[config.mk]
export PLATFORM = sky130hd
export DESIGN_NAME = arcade_frame_top
export DESIGN_NICKNAME = d
export VERILOG_FILES = /design/src/arcade_pkg.sv /design/src/video_if.sv /design/src/board_config.sv /design/src/datatable_writer.sv /design/src/player_inputs.sv /design/src/raster_timing.sv /design/src/video_out.sv /design/src/arcade_frame_top.sv
export SDC_FILE = /design/constraint.sdc
export NUM_CORES = 1
export LEC_CHECK = 0
export BUFFER_PORTS_ARGS = -buffer_cell sky130_fd_sc_hd__buf_2
export CAP_MARGIN = 10
export CELL_PAD_IN_SITES_DETAIL_PLACEMENT = 0
export CELL_PAD_IN_SITES_GLOBAL_PLACEMENT = 1
export CORE_UTILIZATION = 39
export CTS_CLUSTER_DIAMETER = 60
export DETAILED_ROUTE_END_ITERATION = 16
export PLACE_DENSITY_LB_ADDON = 0.1
export SETUP_SLACK_MARGIN = 0.1
export SYNTH_ARGS = -nofsm -noshare
export SYNTH_HDL_FRONTEND = slang
export SYNTH_SLANG_ARGS = --single-unit
[constraint.sdc]
create_clock -name clk_74a -period 5.4 [get_ports clk_74a]
set_input_delay 0.27 -clock clk_74a [delete_from_list [all_inputs] [get_ports clk_74a]]
set_output_delay 0.27 -clock clk_74a [all_outputs]
set_load 0.02 [all_outputs]
[src/arcade_pkg.sv]
/*
 * shared types and constants for the arcade frame
 * bridge address map, game ids and board models
 * data table and raster timing constants, key bit positions
 */
package arcade_pkg;

    ////////////////////////////////////////
    // types

    typedef logic [31:0] bridge_addr_t;
    typedef logic [31:0] bridge_data_t;
    typedef logic [2:0]  game_id_t;
    typedef logic [2:0]  board_model_t;
    typedef logic [15:0] key_map_t;
    typedef logic [8:0]  pos_t;
    // red [11:8], green [7:4], blue [3:0]
    typedef logic [11:0] rgb12_t;
    typedef logic [23:0] rgb24_t;
    typedef logic [9:0]  dt_addr_t;

    ////////////////////////////////////////
    // bridge address map

    localparam bridge_addr_t GAME_ID_ADDR       = 32'h8000_0000;
    localparam bridge_addr_t GAME_SETTINGS_ADDR = 32'h9000_0000;

    // game ids and board models
    localparam game_id_t     GAME_ID_SUPERPAC = 3'd5;
    localparam game_id_t     GAME_ID_GROBDA   = 3'd6;
    localparam board_model_t BOARD_DRUAGA     = 3'd0;
    localparam board_model_t BOARD_SUPERPAC   = 3'd5;
    localparam board_model_t BOARD_GROBDA     = 3'd6;

    // data table, slot index 1 size word
    localparam bridge_data_t SAVE_SIZE_BYTES   = 32'd65536;
    localparam dt_addr_t     SAVE_SLOT_DT_ADDR = 10'd3;
    localparam logic [2:0]   DT_DIV_THRESHOLD  = 3'd4;

    ////////////////////////////////////////
    // raster timing

    localparam pos_t H_BLANK_END   = 9'd1;
    localparam pos_t H_BLANK_START = 9'd290;
    localparam pos_t H_SYNC_START  = 9'd311;
    localparam pos_t H_SYNC_END    = 9'd342;
    localparam pos_t H_RESUME      = 9'd471;
    localparam pos_t H_LAST        = 9'd511;
    localparam pos_t V_BLANK_START = 9'd223;
    localparam pos_t V_SYNC_START  = 9'd234;
    localparam pos_t V_SYNC_END    = 9'd241;
    localparam pos_t V_RESUME      = 9'd491;
    localparam pos_t V_LAST        = 9'd511;

    // clocks per line and lines per frame after the jumps
    localparam int LINE_CLOCKS = 384;
    localparam int FRAME_LINES = 263;

    // controller key bitmap positions
    localparam int KEY_UP     = 0;
    localparam int KEY_DOWN   = 1;
    localparam int KEY_LEFT   = 2;
    localparam int KEY_RIGHT  = 3;
    localparam int KEY_A      = 4;
    localparam int KEY_B      = 5;
    localparam int KEY_L1     = 8;
    localparam int KEY_SELECT = 14;
    localparam int KEY_START  = 15;

endpackage

[src/video_if.sv]
/*
 * raster video bundle
 * blanking, sync and 12-bit colour from timing to output stage
 */
`timescale 1ns/1ps

interface video_if;
    import arcade_pkg::*;

    // blanking, active high
    logic   hblank;
    logic   vblank;
    // sync levels as the timing generator makes them
    logic   hsync;
    logic   vsync;
    // pixel colour, already zero during blanking
    rgb12_t colour;

    // driver side
    modport timing (output hblank, vblank, hsync, vsync, colour);

    // consumer side
    modport sink (input hblank, vblank, hsync, vsync, colour);

endinterface

[src/board_config.sv]
/*
 * bridge configuration registers (game id, game settings)
 * game id to board model decode
 * rom download flag and core reset
 */
`timescale 1ns/1ps

module board_config (
    input  logic                    clk_74a,
    input  logic                    pll_core_locked,
    input  logic                    reset_n,
    input  arcade_pkg::bridge_addr_t bridge_addr,
    input  logic                    bridge_wr,
    input  arcade_pkg::bridge_data_t bridge_wr_data,
    input  logic                    dataslot_requestwrite,
    input  logic                    dataslot_allcomplete,
    output arcade_pkg::board_model_t board_model,
    output arcade_pkg::bridge_data_t game_settings,
    output logic                    core_reset
);
    import arcade_pkg::*;

    game_id_t game_id;
    logic     download;

    ////////////////////////////////////////
    // bridge writes
    always_ff @(posedge clk_74a or negedge pll_core_locked) begin
        if (!pll_core_locked) begin
            game_id       <= '0;
            game_settings <= '0;
        end else if (bridge_wr) begin
            // exact word match, other addresses ignored
            if (bridge_addr == GAME_ID_ADDR) begin
                game_id <= bridge_wr_data[2:0];
            end
            if (bridge_addr == GAME_SETTINGS_ADDR) begin
                game_settings <= bridge_wr_data;
            end
        end
    end

    // board model one cycle behind game id
    always_ff @(posedge clk_74a or negedge pll_core_locked) begin
        if (!pll_core_locked) begin
            board_model <= BOARD_DRUAGA;
        end else if (game_id == GAME_ID_GROBDA) begin
            board_model <= BOARD_GROBDA;
        end else if (game_id == GAME_ID_SUPERPAC) begin
            board_model <= BOARD_SUPERPAC;
        end else begin
            // druaga, mappy, digdug2, motos share one board
            board_model <= BOARD_DRUAGA;
        end
    end

    ////////////////////////////////////////
    // rom download window
    always_ff @(posedge clk_74a or negedge pll_core_locked) begin
        if (!pll_core_locked) begin
            download <= 1'b0;
        end else if (dataslot_requestwrite) begin
            // start of load wins over a coincident complete
            download <= 1'b1;
        end else if (dataslot_allcomplete) begin
            download <= 1'b0;
        end
    end

    // hold the core in reset while loading
    assign core_reset = ~reset_n | download;

endmodule

[src/datatable_writer.sv]
/*
 * data table sequencer
 * writes the save slot size word in the upper part of an 8-count cycle
 */
`timescale 1ns/1ps

module datatable_writer (
    input  logic                    clk_74a,
    input  logic                    pll_core_locked,
    output arcade_pkg::dt_addr_t     datatable_addr,
    output logic                    datatable_wren,
    output arcade_pkg::bridge_data_t datatable_data
);
    import arcade_pkg::*;

    // free-running divider, wraps every 8 cycles
    logic [2:0] dt_div;

    always_ff @(posedge clk_74a or negedge pll_core_locked) begin
        if (!pll_core_locked) begin
            dt_div         <= '0;
            datatable_addr <= '0;
            datatable_data <= '0;
            datatable_wren <= 1'b0;
        end else begin
            if (dt_div > DT_DIV_THRESHOLD) begin
                // counts 5 to 7, announce the save area size
                datatable_wren <= 1'b1;
                datatable_addr <= SAVE_SLOT_DT_ADDR;
                datatable_data <= SAVE_SIZE_BYTES;
            end else begin
                // idle on the slot 0 size word
                datatable_wren <= 1'b0;
                datatable_addr <= 10'd1;
            end
            dt_div <= dt_div + 3'd1;
        end
    end

endmodule

[src/player_inputs.sv]
/*
 * controller key synchroniser, three flops per pad
 * mapping to the arcade player input groups
 */
`timescale 1ns/1ps

module player_inputs (
    input  logic                clk_74a,
    input  logic                pll_core_locked,
    input  arcade_pkg::key_map_t cont1_key,
    input  arcade_pkg::key_map_t cont2_key,
    output logic [5:0]          inp0,
    output logic [5:0]          inp1,
    output logic [2:0]          inp2
);
    import arcade_pkg::*;

    // sync chains, index 2 is the settled copy
    key_map_t pad1_s [0:2];
    key_map_t pad2_s [0:2];
    key_map_t pad1;
    key_map_t pad2;

    always_ff @(posedge clk_74a or negedge pll_core_locked) begin
        if (!pll_core_locked) begin
            pad1_s[0] <= '0;
            pad1_s[1] <= '0;
            pad1_s[2] <= '0;
            pad2_s[0] <= '0;
            pad2_s[1] <= '0;
            pad2_s[2] <= '0;
        end else begin
            pad1_s[0] <= cont1_key;
            pad1_s[1] <= pad1_s[0];
            pad1_s[2] <= pad1_s[1];
            pad2_s[0] <= cont2_key;
            pad2_s[1] <= pad2_s[0];
            pad2_s[2] <= pad2_s[1];
        end
    end

    assign pad1 = pad1_s[2];
    assign pad2 = pad2_s[2];

    ////////////////////////////////////////
    // arcade input groups, active high

    // player 1 {b2, b1, left, down, right, up}
    assign inp0 = {pad1[KEY_B], pad1[KEY_A], pad1[KEY_LEFT],
                   pad1[KEY_DOWN], pad1[KEY_RIGHT], pad1[KEY_UP]};

    // player 2, same order
    assign inp1 = {pad2[KEY_B], pad2[KEY_A], pad2[KEY_LEFT],
                   pad2[KEY_DOWN], pad2[KEY_RIGHT], pad2[KEY_UP]};

    // {coin, start2, start1}
    // either select inserts a coin
    assign inp2 = {pad1[KEY_SELECT] | pad2[KEY_SELECT],
                   pad2[KEY_START],
                   pad1[KEY_START]};

endmodule

[src/raster_timing.sv]
/*
 * raster timing generator, one step per clock
 * blanking and sync levels, pixel byte to 12-bit colour
 */
`timescale 1ns/1ps

module raster_timing (
    input  logic            clk_74a,
    input  logic            pll_core_locked,
    input  logic [7:0]      core_pix,
    output arcade_pkg::pos_t h_pos,
    output arcade_pkg::pos_t v_pos,
    video_if.timing         vid
);
    import arcade_pkg::*;

    pos_t   h_cnt;
    pos_t   v_cnt;
    rgb12_t pix_rgb;

    // the core reads the counters directly
    assign h_pos = h_cnt;
    assign v_pos = v_cnt;

    // rrgggbbb to 4 bits per channel, low bits zero
    assign pix_rgb = {core_pix[7:6], 2'b00, core_pix[5:3], 1'b0, core_pix[2:0], 1'b0};

    ////////////////////////////////////////
    // counters, blank and sync
    always_ff @(posedge clk_74a or negedge pll_core_locked) begin
        if (!pll_core_locked) begin
            h_cnt      <= '0;
            v_cnt      <= '0;
            vid.hblank <= 1'b1;
            vid.vblank <= 1'b1;
            vid.hsync  <= 1'b1;
            vid.vsync  <= 1'b1;
            vid.colour <= '0;
        end else begin
            case (h_cnt)
                H_BLANK_END: begin
                    vid.hblank <= 1'b0;
                    h_cnt      <= h_cnt + 9'd1;
                end
                H_BLANK_START: begin
                    vid.hblank <= 1'b1;
                    h_cnt      <= h_cnt + 9'd1;
                end
                H_SYNC_START: begin
                    // sync is low during the pulse
                    vid.hsync <= 1'b0;
                    h_cnt     <= h_cnt + 9'd1;
                end
                H_SYNC_END: begin
                    vid.hsync <= 1'b1;
                    // skip the unused part of the line
                    h_cnt     <= H_RESUME;
                end
                H_LAST: begin
                    h_cnt <= '0;
                    // end of line, step the vertical counter
                    case (v_cnt)
                        V_BLANK_START: begin
                            vid.vblank <= 1'b1;
                            v_cnt      <= v_cnt + 9'd1;
                        end
                        V_SYNC_START: begin
                            vid.vsync <= 1'b0;
                            v_cnt     <= v_cnt + 9'd1;
                        end
                        V_SYNC_END: begin
                            vid.vsync <= 1'b1;
                            v_cnt     <= V_RESUME;
                        end
                        V_LAST: begin
                            // new frame, active area starts again
                            vid.vblank <= 1'b0;
                            v_cnt      <= '0;
                        end
                        default: v_cnt <= v_cnt + 9'd1;
                    endcase
                end
                default: h_cnt <= h_cnt + 9'd1;
            endcase
            // blank the colour on last cycle's blank state
            vid.colour <= (vid.hblank | vid.vblank) ? '0 : pix_rgb;
        end
    end

endmodule

[src/video_out.sv]
/*
 * scaler video formatting
 * data enable, 4 to 8 bit colour, sync edge pulses
 */
`timescale 1ns/1ps

module video_out (
    input  logic              clk_74a,
    input  logic              pll_core_locked,
    video_if.sink             vid,
    output arcade_pkg::rgb24_t video_rgb,
    output logic              video_de,
    output logic              video_hs,
    output logic              video_vs
);

    // previous sync levels for edge detect
    logic hs_prev;
    logic vs_prev;

    always_ff @(posedge clk_74a or negedge pll_core_locked) begin
        if (!pll_core_locked) begin
            video_rgb <= '0;
            video_de  <= 1'b0;
            video_hs  <= 1'b0;
            video_vs  <= 1'b0;
            hs_prev   <= 1'b0;
            vs_prev   <= 1'b0;
        end else begin
            video_de <= 1'b0;
            if (!(vid.hblank || vid.vblank)) begin
                video_de <= 1'b1;
                // each nibble repeated to fill 8 bits
                video_rgb[23:16] <= {2{vid.colour[11:8]}};
                video_rgb[15:8]  <= {2{vid.colour[7:4]}};
                video_rgb[7:0]   <= {2{vid.colour[3:0]}};
            end
            // one cycle pulse on the rising sync edge
            video_hs <= ~hs_prev & vid.hsync;
            video_vs <= ~vs_prev & vid.vsync;
            hs_prev  <= vid.hsync;
            vs_prev  <= vid.vsync;
        end
    end

endmodule

[src/arcade_frame_top.sv]
/*
 * arcade frame top level
 * config, data table, player inputs, raster timing and video out
 */
`timescale 1ns/1ps

module arcade_frame_top (
    input  logic                     clk_74a,
    input  logic                     pll_core_locked,
    input  logic                     reset_n,
    // bridge
    input  arcade_pkg::bridge_addr_t  bridge_addr,
    input  logic                     bridge_wr,
    input  arcade_pkg::bridge_data_t  bridge_wr_data,
    // dataslot events
    input  logic                     dataslot_requestwrite,
    input  logic                     dataslot_allcomplete,
    // controllers
    input  arcade_pkg::key_map_t      cont1_key,
    input  arcade_pkg::key_map_t      cont2_key,
    // pixel from the arcade core
    input  logic [7:0]               core_pix,
    // arcade core control
    output logic                     core_reset,
    output arcade_pkg::board_model_t  board_model,
    output arcade_pkg::bridge_data_t  game_settings,
    output logic [5:0]               inp0,
    output logic [5:0]               inp1,
    output logic [2:0]               inp2,
    output arcade_pkg::pos_t          h_pos,
    output arcade_pkg::pos_t          v_pos,
    // data table
    output arcade_pkg::dt_addr_t      datatable_addr,
    output logic                     datatable_wren,
    output arcade_pkg::bridge_data_t  datatable_data,
    // scaler video
    output arcade_pkg::rgb24_t        video_rgb,
    output logic                     video_de,
    output logic                     video_hs,
    output logic                     video_vs
);

    // timing to output stage
    video_if vid ();

    ////////////////////////////////////////
    // host side
    board_config u_board_config (
        .clk_74a               (clk_74a),
        .pll_core_locked       (pll_core_locked),
        .reset_n               (reset_n),
        .bridge_addr           (bridge_addr),
        .bridge_wr             (bridge_wr),
        .bridge_wr_data        (bridge_wr_data),
        .dataslot_requestwrite (dataslot_requestwrite),
        .dataslot_allcomplete  (dataslot_allcomplete),
        .board_model           (board_model),
        .game_settings         (game_settings),
        .core_reset            (core_reset)
    );

    datatable_writer u_datatable_writer (
        .clk_74a         (clk_74a),
        .pll_core_locked (pll_core_locked),
        .datatable_addr  (datatable_addr),
        .datatable_wren  (datatable_wren),
        .datatable_data  (datatable_data)
    );

    player_inputs u_player_inputs (
        .clk_74a         (clk_74a),
        .pll_core_locked (pll_core_locked),
        .cont1_key       (cont1_key),
        .cont2_key       (cont2_key),
        .inp0            (inp0),
        .inp1            (inp1),
        .inp2            (inp2)
    );

    ////////////////////////////////////////
    // video path
    raster_timing u_raster_timing (
        .clk_74a         (clk_74a),
        .pll_core_locked (pll_core_locked),
        .core_pix        (core_pix),
        .h_pos           (h_pos),
        .v_pos           (v_pos),
        .vid             (vid.timing)
    );

    video_out u_video_out (
        .clk_74a         (clk_74a),
        .pll_core_locked (pll_core_locked),
        .vid             (vid.sink),
        .video_rgb       (video_rgb),
        .video_de        (video_de),
        .video_hs        (video_hs),
        .video_vs        (video_vs)
    );

endmodule

# Yosys cells after proc, flatten, opt, wreduce, memory -nomap -nowiden
# Index checks and enable logic that the tools add are counted.
op_classes:
  n_addsub: 3
  magnitude_cmp: 1
  bitwise: 8
  n_eq_ne: 13
  reduce_logical: 10
  muxes: 14
op_table:
  columns: ["cell", "n"]
  rows:
  - ["$eq A32 B32 Y1 const B", 2]
  - ["$eq A9 B9 Y1 const B", 5]
  - ["$pmux W9 S2", 2]
  - ["$eq A9 B8 Y1 const B", 3]
  - ["$add A9 B1 Y9 const B", 2]
  - ["$mux W12", 1]
  - ["$reduce_bool A2 Y1", 5]
  - ["$eq A9 B1 Y1 const B", 1]
  - ["$pmux W1 S2", 4]
  - ["$reduce_and A2 Y1", 4]
  - ["$eq A3 B3 Y1 const B", 2]
  - ["$mux W3", 2]
  - ["$mux W1", 4]
  - ["$add A3 B1 Y3 const B", 1]
  - ["$gt A3 B3 Y1 const B", 1]
  - ["$not A1 Y1", 3]
  - ["$or A1 B1 Y1", 3]
  - ["$and A1 B1 Y1", 2]
  - ["$mux W2", 1]
  - ["$logic_or A1 B1 Y1", 1]
totals:
  word_cells: 76
  register_bits: 205
  input_bits: 110

# Logic depth before layout (Yosys ltp)
# Gate-level depths: netlist of run 1.
depth:
  depth_word: 3
  mapped_depth: 9
  ltp_nobuf: 9

# Cells and area by module
# From an unflattened synthesis of run 1, not the netlist that was laid out.
unflattened:
  hier_cells: 417
  area_unflattened_um2: 5644.2
modules_own_cells:
  columns: ["module", "seq_area_each_um2", "area_per_inst_um2", "cells_per_inst", "n_inst"]
  rows:
  - ["raster_timing", 755.7, 1547.7, 157, 1]
  - ["board_config", 975.9, 1536.5, 97, 1]
  - ["player_inputs", 1201.2, 1312.5, 63, 1]
  - ["video_out", 425.4, 728.2, 45, 1]
  - ["datatable_writer", 150.1, 519.2, 55, 1]

# Worst setup path after synthesis of run 1
# OpenSTA, ideal clock, no wires.
synth_timing:
  path_type: "reg2reg"
  startpoint: "reg u_raster_timing.v_cnt[0] (netlist: u_raster_timing.v_pos[0])"
  endpoint: "reg u_raster_timing.v_cnt[5] (netlist: u_raster_timing.v_pos[5])"
  t_arrival_ns: 1.867
  period_less_slack_ns: 1.983
  setup_slack_ns: 3.417
  n_path_buf: 0
  path_stages_with_launch: 9
  path_cell_list: "dfrtp_1 > ha_1 > and3_1 > nand3_1 > nor2_1 > ha_1 > a21oi_1 > nand2_1 > o311ai_0"
synth_between:
  elab_chain_cells: 2
  word_cells_on_any_way: 4
  cone_classes: "1 x add/sub; 2 x eq/ne; 1 x mux"
synth_rtl:
  columns: ["item", "line_no", "rtl"]
  rows:
  - ["start: declaration", "raster_timing.sv:18", "pos_t v_cnt;"]
  - ["start signal: assignment", "raster_timing.sv:65", "v_cnt <= v_cnt + 9'd1;"]
  - ["start signal: assignment", "raster_timing.sv:69", "v_cnt <= v_cnt + 9'd1;"]
  - ["start signal: assignment", "raster_timing.sv:80", "default: v_cnt <= v_cnt + 9'd1;"]
  - ["$add A9 B1 Y9 (tied with other cells)", "raster_timing.sv:65, raster_timing.sv:69, raster_timing.sv:80", null]
  - ["$pmux W9 S2 (*)", "raster_timing.sv:62", "case (v_cnt)"]
# Mark *: on every way between the ends. The rest lies on a longest branch, timed or not.
# A chain may end at the register's enable or synchronous reset.

# Final worst setup path of run 1
layout_timing:
  startpoint: "reg u_raster_timing.h_cnt[0] (netlist: u_raster_timing.h_pos[0])"
  endpoint: "reg u_raster_timing.vid.vblank"
layout_between:
  elab_chain_cells: 2
layout_rtl:
  columns: ["item", "line_no", "rtl"]
  rows:
  - ["start: declaration", "raster_timing.sv:17", "pos_t h_cnt;"]
  - ["start signal: assignment", "raster_timing.sv:43", "h_cnt <= h_cnt + 9'd1;"]
  - ["start signal: assignment", "raster_timing.sv:47", "h_cnt <= h_cnt + 9'd1;"]
  - ["start signal: assignment", "raster_timing.sv:52", "h_cnt <= h_cnt + 9'd1;"]
  - ["$eq A9 B9 Y1", "raster_timing.sv:40", "case (h_cnt)"]
  - ["$reduce_and A2 Y1 (no source line)", null, null]
  - ["end signal: assignment", "raster_timing.sv:35", "vid.vblank <= 1'b1;"]
  - ["end signal: assignment", "raster_timing.sv:64", "vid.vblank <= 1'b1;"]
  - ["end signal: assignment", "raster_timing.sv:77", "vid.vblank <= 1'b0;"]
  - ["end: declaration", "video_if.sv:20", "modport timing (output hblank, vblank, hsync, vsync, colour);"]
# Every way passes these cells.

==> results of run 1 <==
[critical path, delay by kind of cell, from the launching register on]
family	cells	cell delay (ps)
adder cells (fa/ha/maj)	2	730
multiplexers	1	230
flip-flops	1	420
AND/OR/NAND/NOR	4	910
[logic make-up (layout without fill, tap and decap cells)]
group	count (synthesis)	in the layout
AO/OA/AOI/OAI	32	32
XOR/XNOR	8	8
adder cells (fa/ha/maj)	10	10
buffers and inverters	95	252
flip-flops	136	136
multiplexers	45	45
other	2	48
AND/OR/NAND/NOR	76	76
[cell usage after synthesis (all sizes together) (6+ instances only)]
master	number	area share [%]
o21ai	14	1.3
inv	16	1.1
ha	10	2.3
buf	73	10
and2	8	0.93
nor4	7	0.81
nand3	7	0.65
nand2	12	0.83
mux2	43	9.0
dfrtp	132	61
clkbuf	6	0.44
nor2	8	0.56
and3	6	0.69
[layout by cell type (no fill, tap or decap), types with 2 or more instances in the layout]
| cell | instances |
|---|---|
| buf_2 | 184 |
| dfrtp_1 | 132 |
| conb_1 | 48 |
| mux2_2 | 41 |
| clkbuf_16 | 17 |
| dlygate4sd3_1 | 17 |
| inv_1 | 16 |
| o21ai_0 | 14 |
| nand2_1 | 12 |
| ha_1 | 10 |
| nor2_1 | 8 |
| and2_1 | 8 |
| nand3_1 | 7 |
| nor4_1 | 7 |
| and3_1 | 6 |
| nand4_1 | 5 |
| a21oi_1 | 5 |
| inv_6 | 5 |
| xnor2_1 | 4 |
| xor2_1 | 4 |
| nor3_1 | 4 |
| dfstp_2 | 4 |
| nand2b_1 | 3 |
| or2_2 | 3 |
| nor2b_1 | 3 |
| clkinv_4 | 3 |
| nor4b_1 | 2 |
| mux2i_1 | 2 |
| a21o_1 | 2 |
| o41ai_1 | 2 |
| o221ai_1 | 2 |
| mux2_1 | 2 |
| clkinvlp_4 | 2 |
| clkinv_2 | 2 |
| buf_4 | 2 |
[metrics by stage]
step / hold WS, ps / utilization (%) / worst slack [ps] / instances / power [W]
floorplan: -25.6 / - / 3420 / 450 / 0.00116
global placement: 244 / 46.0 / 2980 / 734 / 0.00119
detailed placement: 251 / 46.0 / 3000 / 734 / 0.00119
CTS: 13.6 / 51.6 / 2980 / 783 / 0.00232
global route: 13.8 / 51.6 / 2760 / 783 / 0.00239
finish: 34.8 / 51.6 / 3030 / 783 / 0.00229
[where the power goes]
group          total (W)  switching [W]  internal [W]  leakage [nW]
clock network    0.00111       0.000452      0.000655         0.280
logic           0.000129      0.0000831     0.0000461          1.66
registers        0.00105     0.00000733       0.00104          1.70
[area by class of cell]
type	instances	area, um2	area share (%)
clock buffer	18	439	6.36
clock inverter	14	136	1.97
inverter	16	60.1	0.869
multi-input combinational	219	1530	22.1
sequential	136	3410	49.3
tap	176	220	3.19
timing repair buffer	204	1120	16.2
[what timing repair did]
item                                   in CTS  in global routing
resized for setup                           0                  0
hold buffers                               17                  0
endpoints found under the hold margin      68                  0
[flip-flops by register name, summed over array words and instances, names as in the netlist, 2 cells and up]
signal	flops
u_board_config.game_id	3
u_datatable_writer.datatable_addr	2
u_datatable_writer.dt_div	3
u_board_config.game_settings	32
u_player_inputs.pad2	8
u_board_config.board_model	3
u_player_inputs.pad2_s	16
u_player_inputs.pad1_s	16
u_raster_timing.v_pos	9
u_player_inputs.pad1	8
u_video_out.video_rgb	8
u_raster_timing.vid.colour	8
u_raster_timing.h_pos	9
[metal layers]
metal  global-route usage (%)  part of all wire, %  up-vias
li1                         -                    -     1629
met1                     18.9                   41     1690
met2                     27.0                   51      140
met3                     5.13                  6.5       13
met4                     7.03                  1.5        0
met5                        0                    0        -
[path summary, 6_finish.rpt]
check / startpoint / end / cells after the start
worst min-delay path: dataslot_requestwrite / u_board_config.download / 2
worst max register to register: u_raster_timing.h_pos[0] / u_raster_timing.vid.vblank / 7
worst min register to register: u_player_inputs.pad1_s[21] / u_player_inputs.pad1[5] / 0
min in group asynchronous: pll_core_locked / u_board_config.game_settings[17] / 2
max in group asynchronous: pll_core_locked / u_board_config.game_settings[14] / 3
worst max-delay path: u_raster_timing.h_pos[0] / u_raster_timing.vid.vblank / 7
==> run summary, run 1 <==
Via density = 4.43
Antenna cells = 0
Highest clock rate = 0.422 GHz
Area grow syn2layout = 27.8%
DRT iter0 DRCs = 129
Vias = 3472
Post-synthesis cell area = 5410 um2
Final setup fails = 0
Max cap viols = 0
Yosys cell types = 46
Final non-filler cell area = 6910 um2
Max VDD drop = 0.172 mV
Crit-path cells = ha_1, nand3_1, nor2_1, ha_1, nand3_1, nor4_1, mux2i_1
Worst skew pair latency = 410 ps
Die area = 14300 um2
CP max-delay cell = ha_1
Compound-cell area share of the yosys netlist = 3.73%
Synthesized flop and latch total = 136
Syn. warnings = 0
Skew final = 8.36 ps
Share of cells above drive strength 1 = 44.3%
IO Port Bufs = 185
RSZ-0062 raised after global routing = no
Number of CTS-inserted buffers = 17
Mean routed wirelength per cell = 13.8 um
Slew margin rel. = 31.9%
Avg Inst Size Synth = 13.4 um2
Lkg Pwr = 3.65 nW
Starting Density = 40.4%
Final Cycle Share = 43.9%
Worst Tran Pin Value = 1020 ps
Min cycle time layout = 2370 ps
Post-synthesis xor/xnor area fraction = 1.30%
Crit end category = flop
Final nets = 714
Multiplexer share of the synthesized area = 9.32%
Initial antenna violation count = 0
FP Rows = 42
Simple-Gate Fraction of Synth Area = 8.28%
Vias in the first global route = 3396
Main flop type after synthesis = dfrtp_1
Critical path data required time = 5740 ps
Placed cell area = 6160 um2
DRC violations left = 0
Largest stage delay on the critical path = 500 ps
Max-slew violations = 0
CP max FO = 17
Setup TNS = 0 ps
CTS tree = done
GRT Util Overall = 16.1%
Max clock buf depth = 2
CORE AREA = 13400 um2
DP HPWL = 7.85 mm
Clock Sink Count = 136
# Post-CTS Setup Buffers = 0
Root buffer cell = clkbuf_16
Post-synth EDFFs = 0
Register area share after synthesis = 63.0%
DRT Pass-1 Iters = 4
I/O pin count = 249
Pwr/cell area = 331 nW/um2
Status = complete, no violations
Fill cells = 1223
Fin. Hold Viols = 0
Worst min path class = in -> reg
GRT Residual Overflow = 0
Synth Area in Adders = 2.31%
Placer Congestion = 0.791
R2R Setup Slk = 3030 ps
Worst setup SP type = flop
Largest net degree at the start of global routing = 84
Die width = 120 um
Crit path kind = reg -> reg
First-pass GRT wire length = 17.2 mm
Routed Wire Length = 10.8 mm
Post-route ant nets = 0
Largest family of logic cells by synthesized area = buffers and inverters
CTS HTree Levels = 4
Synth Instances = 404
Die Ht = 120 um
Clk pin slew, worst setup/hold paths = 60 ps
Ys async rst share = 100%
Worst Path Arrival = 2710 ps
Power figures use the tool's default switching activity.
==> inputs of run 2 (changes only) <==
--- a/config.mk
+++ b/config.mk
@@ -9,7 +9,7 @@
 export CAP_MARGIN = 10
 export CELL_PAD_IN_SITES_DETAIL_PLACEMENT = 0
 export CELL_PAD_IN_SITES_GLOBAL_PLACEMENT = 1
-export CORE_UTILIZATION = 39
+export CORE_UTILIZATION = 36
 export CTS_CLUSTER_DIAMETER = 60
 export DETAILED_ROUTE_END_ITERATION = 16
 export PLACE_DENSITY_LB_ADDON = 0.1
==> constraint.sdc (replaced) <==
create_clock -name clk_74a -period 2.3 [get_ports clk_74a]
set_input_delay 0.115 -clock clk_74a [delete_from_list [all_inputs] [get_ports clk_74a]]
set_output_delay 0.115 -clock clk_74a [all_outputs]
set_load 0.02 [all_outputs]
==> run summary, run 2 (same netlist as run 1, synthesis figures left out) <==
Lkg Pwr = 3.89 nW (+6.7%)
Root buffer cell = clkbuf_16
Min cycle time layout = 2020 ps (-348 ps)
Via density = 4.38 (-1.2%)
Clk pin slew, worst setup/hold paths = 60 ps (about the same)
GRT Residual Overflow = 0 (unchanged)
Die Ht = 125 um (+4.0%)
Crit-path cells = ha_1, and3_1, nand3_1, nor2_1, ha_1, buf_4, a21o_1, o21ai_0, o2bb2ai_1
Largest net degree at the start of global routing = 50 (-40%)
Highest clock rate = 0.495 GHz (+17%)
Number of CTS-inserted buffers = 17 (unchanged)
DRT Pass-1 Iters = 6 (+2)
IO Port Bufs = 185 (unchanged)
Worst setup SP type = flop
Setup TNS = 0 ps (unchanged)
Final nets = 763 (+6.9%)
Max clock buf depth = 2 (unchanged)
CTS HTree Levels = 4 (unchanged)
CP max FO = 7 (-10)
Pwr/cell area = 767 nW/um2 (+130%)
Vias in the first global route = 3778 (+11%)
Layout Cells excl Fill = 841 (+7.4%)
Starting Density = 37.1% (-3.3 points)
Largest regs = u_board_config.game_settings (32), u_player_inputs.pad1_s (16), u_player_inputs.pad2_s (16)
Multi-input gate area = 1540 um2 (+0.41%)
Sequential Area = 3410 um2 (unchanged)
Commonest cells after routing, fill and taps aside = 184 x buf_2, 132 x dfrtp_1, 59 x dlygate4sd3_1, 48 x conb_1, 41 x mux2_2
Post-route ant nets = 0 (unchanged)
Worst Hold Slack = 141 ps (+106 ps)
Max VDD drop = 0.464 mV (+170%)
Routed Wire Length = 11.8 mm (+9.3%)
# Post-CTS Setup Buffers = 0 (unchanged)
DP HPWL = 8.38 mm (+6.7%)
DRC violations left = 0 (unchanged)
Status = complete, no violations
GRT Util Overall = 16.0% (-0.095 points)
DRT iter0 DRCs = 138 (+7.0%)
RSZ-0062 raised after global routing = yes
Slew margin rel. = 30.1% (-1.9 points)
Top Family by Delay on Critical Path = compound AO/OA/AOI/OAI gates
Max cap viols = 0 (unchanged)
Fill cells = 1297 (+6.1%)
Max FFs per register = 32 (unchanged)
Critical path data required time = 2640 ps (-3100 ps)
Final setup fails = 0 (unchanged)
Buf+Inv Stages, Crit Path = 1 (+1)
Crit end category = flop
Die width = 125 um (+4.0%)
Largest stage delay on the critical path = 450 ps (-50 ps)
Placer Congestion = 0.800 (+1.1%)
FP Rows = 44 (+4.8%)
CP max-delay cell = dfrtp_1
CORE AREA = 14600 um2 (+8.9%)
Most flops, register = u_board_config.game_settings
Most common cell on crit path = ha_1
First-pass GRT wire length = 19.2 mm (+12%)
Max-slew violations = 0 (unchanged)
Worst skew pair latency = 410 ps (about the same)
I/O pin count = 249 (unchanged)
Worst min path class = in -> reg
Die area = 15500 um2 (+8.2%)
Fin. Hold Viols = 0 (unchanged)
Skew final = 8.32 ps (-0.0386 ps)
Mean routed wirelength per cell = 14.0 um (+1.7%)
Worst Tran Pin Value = 1050 ps (+27.9 ps)
Crit path kind = reg -> reg
Vias = 3683 (+6.1%)
Clock Sink Count = 136 (unchanged)
Share of cells above drive strength 1 = 42.2% (-2.1 points)
CTS tree = done
Initial antenna violation count = 1 (+1)
Worst Path Arrival = 2360 ps (-350 ps)
Placed insts = 749 (+2.0%)
Final Cycle Share = 87.9% (+44 points)
Area grow syn2layout = 38.3%
Commonest non-fill, non-tap cell in the layout = buf_2
run 2: cell types whose count changed in the layout (fill, tap and decap cells not counted), sizes merged:
cell and change:
dlygate4sd3 +42, diode +1, bufinv +3, clkinv -1
inv -1, buf +7, clkbuf -1
run 2: path summary, 6_finish.rpt:
check	startpoint	slack, ps	endpoint	depth (start not counted)
setup reg to reg	u_raster_timing.v_pos[0]	280	u_raster_timing.v_pos[2]	9
setup / recovery	u_raster_timing.v_pos[0]	280	u_raster_timing.v_pos[2]	9
min in group asynchronous	pll_core_locked	190	u_board_config.game_settings[11]	2
hold / removal	bridge_addr[28]	140	u_board_config.game_id[0]	3
hold reg to reg	u_player_inputs.pad2_s[21]	340	u_player_inputs.pad2[5]	0
max in group asynchronous	pll_core_locked	1390	u_raster_timing.vid.vblank	3
run 2: report_power, final:
part           internal [W]  switching (W)
clock network       0.00184        0.00106
registers           0.00245      0.0000177
logic              0.000160       0.000212
total               0.00445        0.00129
run 2: per-layer routing:
metal,vias up,track usage [%],wire length [um],share of wire (%)
li1,1741,-,-,-
met1,1790,19.5,5020,43
met2,142,26.2,5920,50
met3,10,5.71,733,6.2
met4,0,5.46,129,1.1
met5,-,0,0,0
run 2: area by class of cell:
type,instances,share of cell area (%)
diodes,1,0.0335
clock buffers,17,5.69
clock inverters,15,2.89
inverters,16,0.803
multi-input cells,219,20.5
flip-flops and latches,136,45.6
well taps,184,3.08
repair buffers,253,21.4
run 2: through the flow:
stage | worst slack (ps) | power (W) | utilization, % | instance area [um2]
finish | 279 | 0.00574 | 51.3 | 7480
global route | 99.2 | 0.00599 | 51.3 | 7480
CTS | 238 | 0.00583 | 51.2 | 7470
detailed placement | 216 | 0.00281 | 42.8 | 6240
global placement | 328 | 0.00280 | 42.8 | 6240
floorplan | 317 | 0.00272 | - | 5580
run 2: repair_timing:
action | CTS | global route
endpoints found under the setup margin | 0 | 2
resized for setup | 0 | 2
hold endpoints to repair | 99 | 0
hold buffers | 59 | 0
run 2: tightest hold or removal path, cell delays in order:
cell and delay [ps]:
buf_2 90, nor3_1 80, mux2_2 230
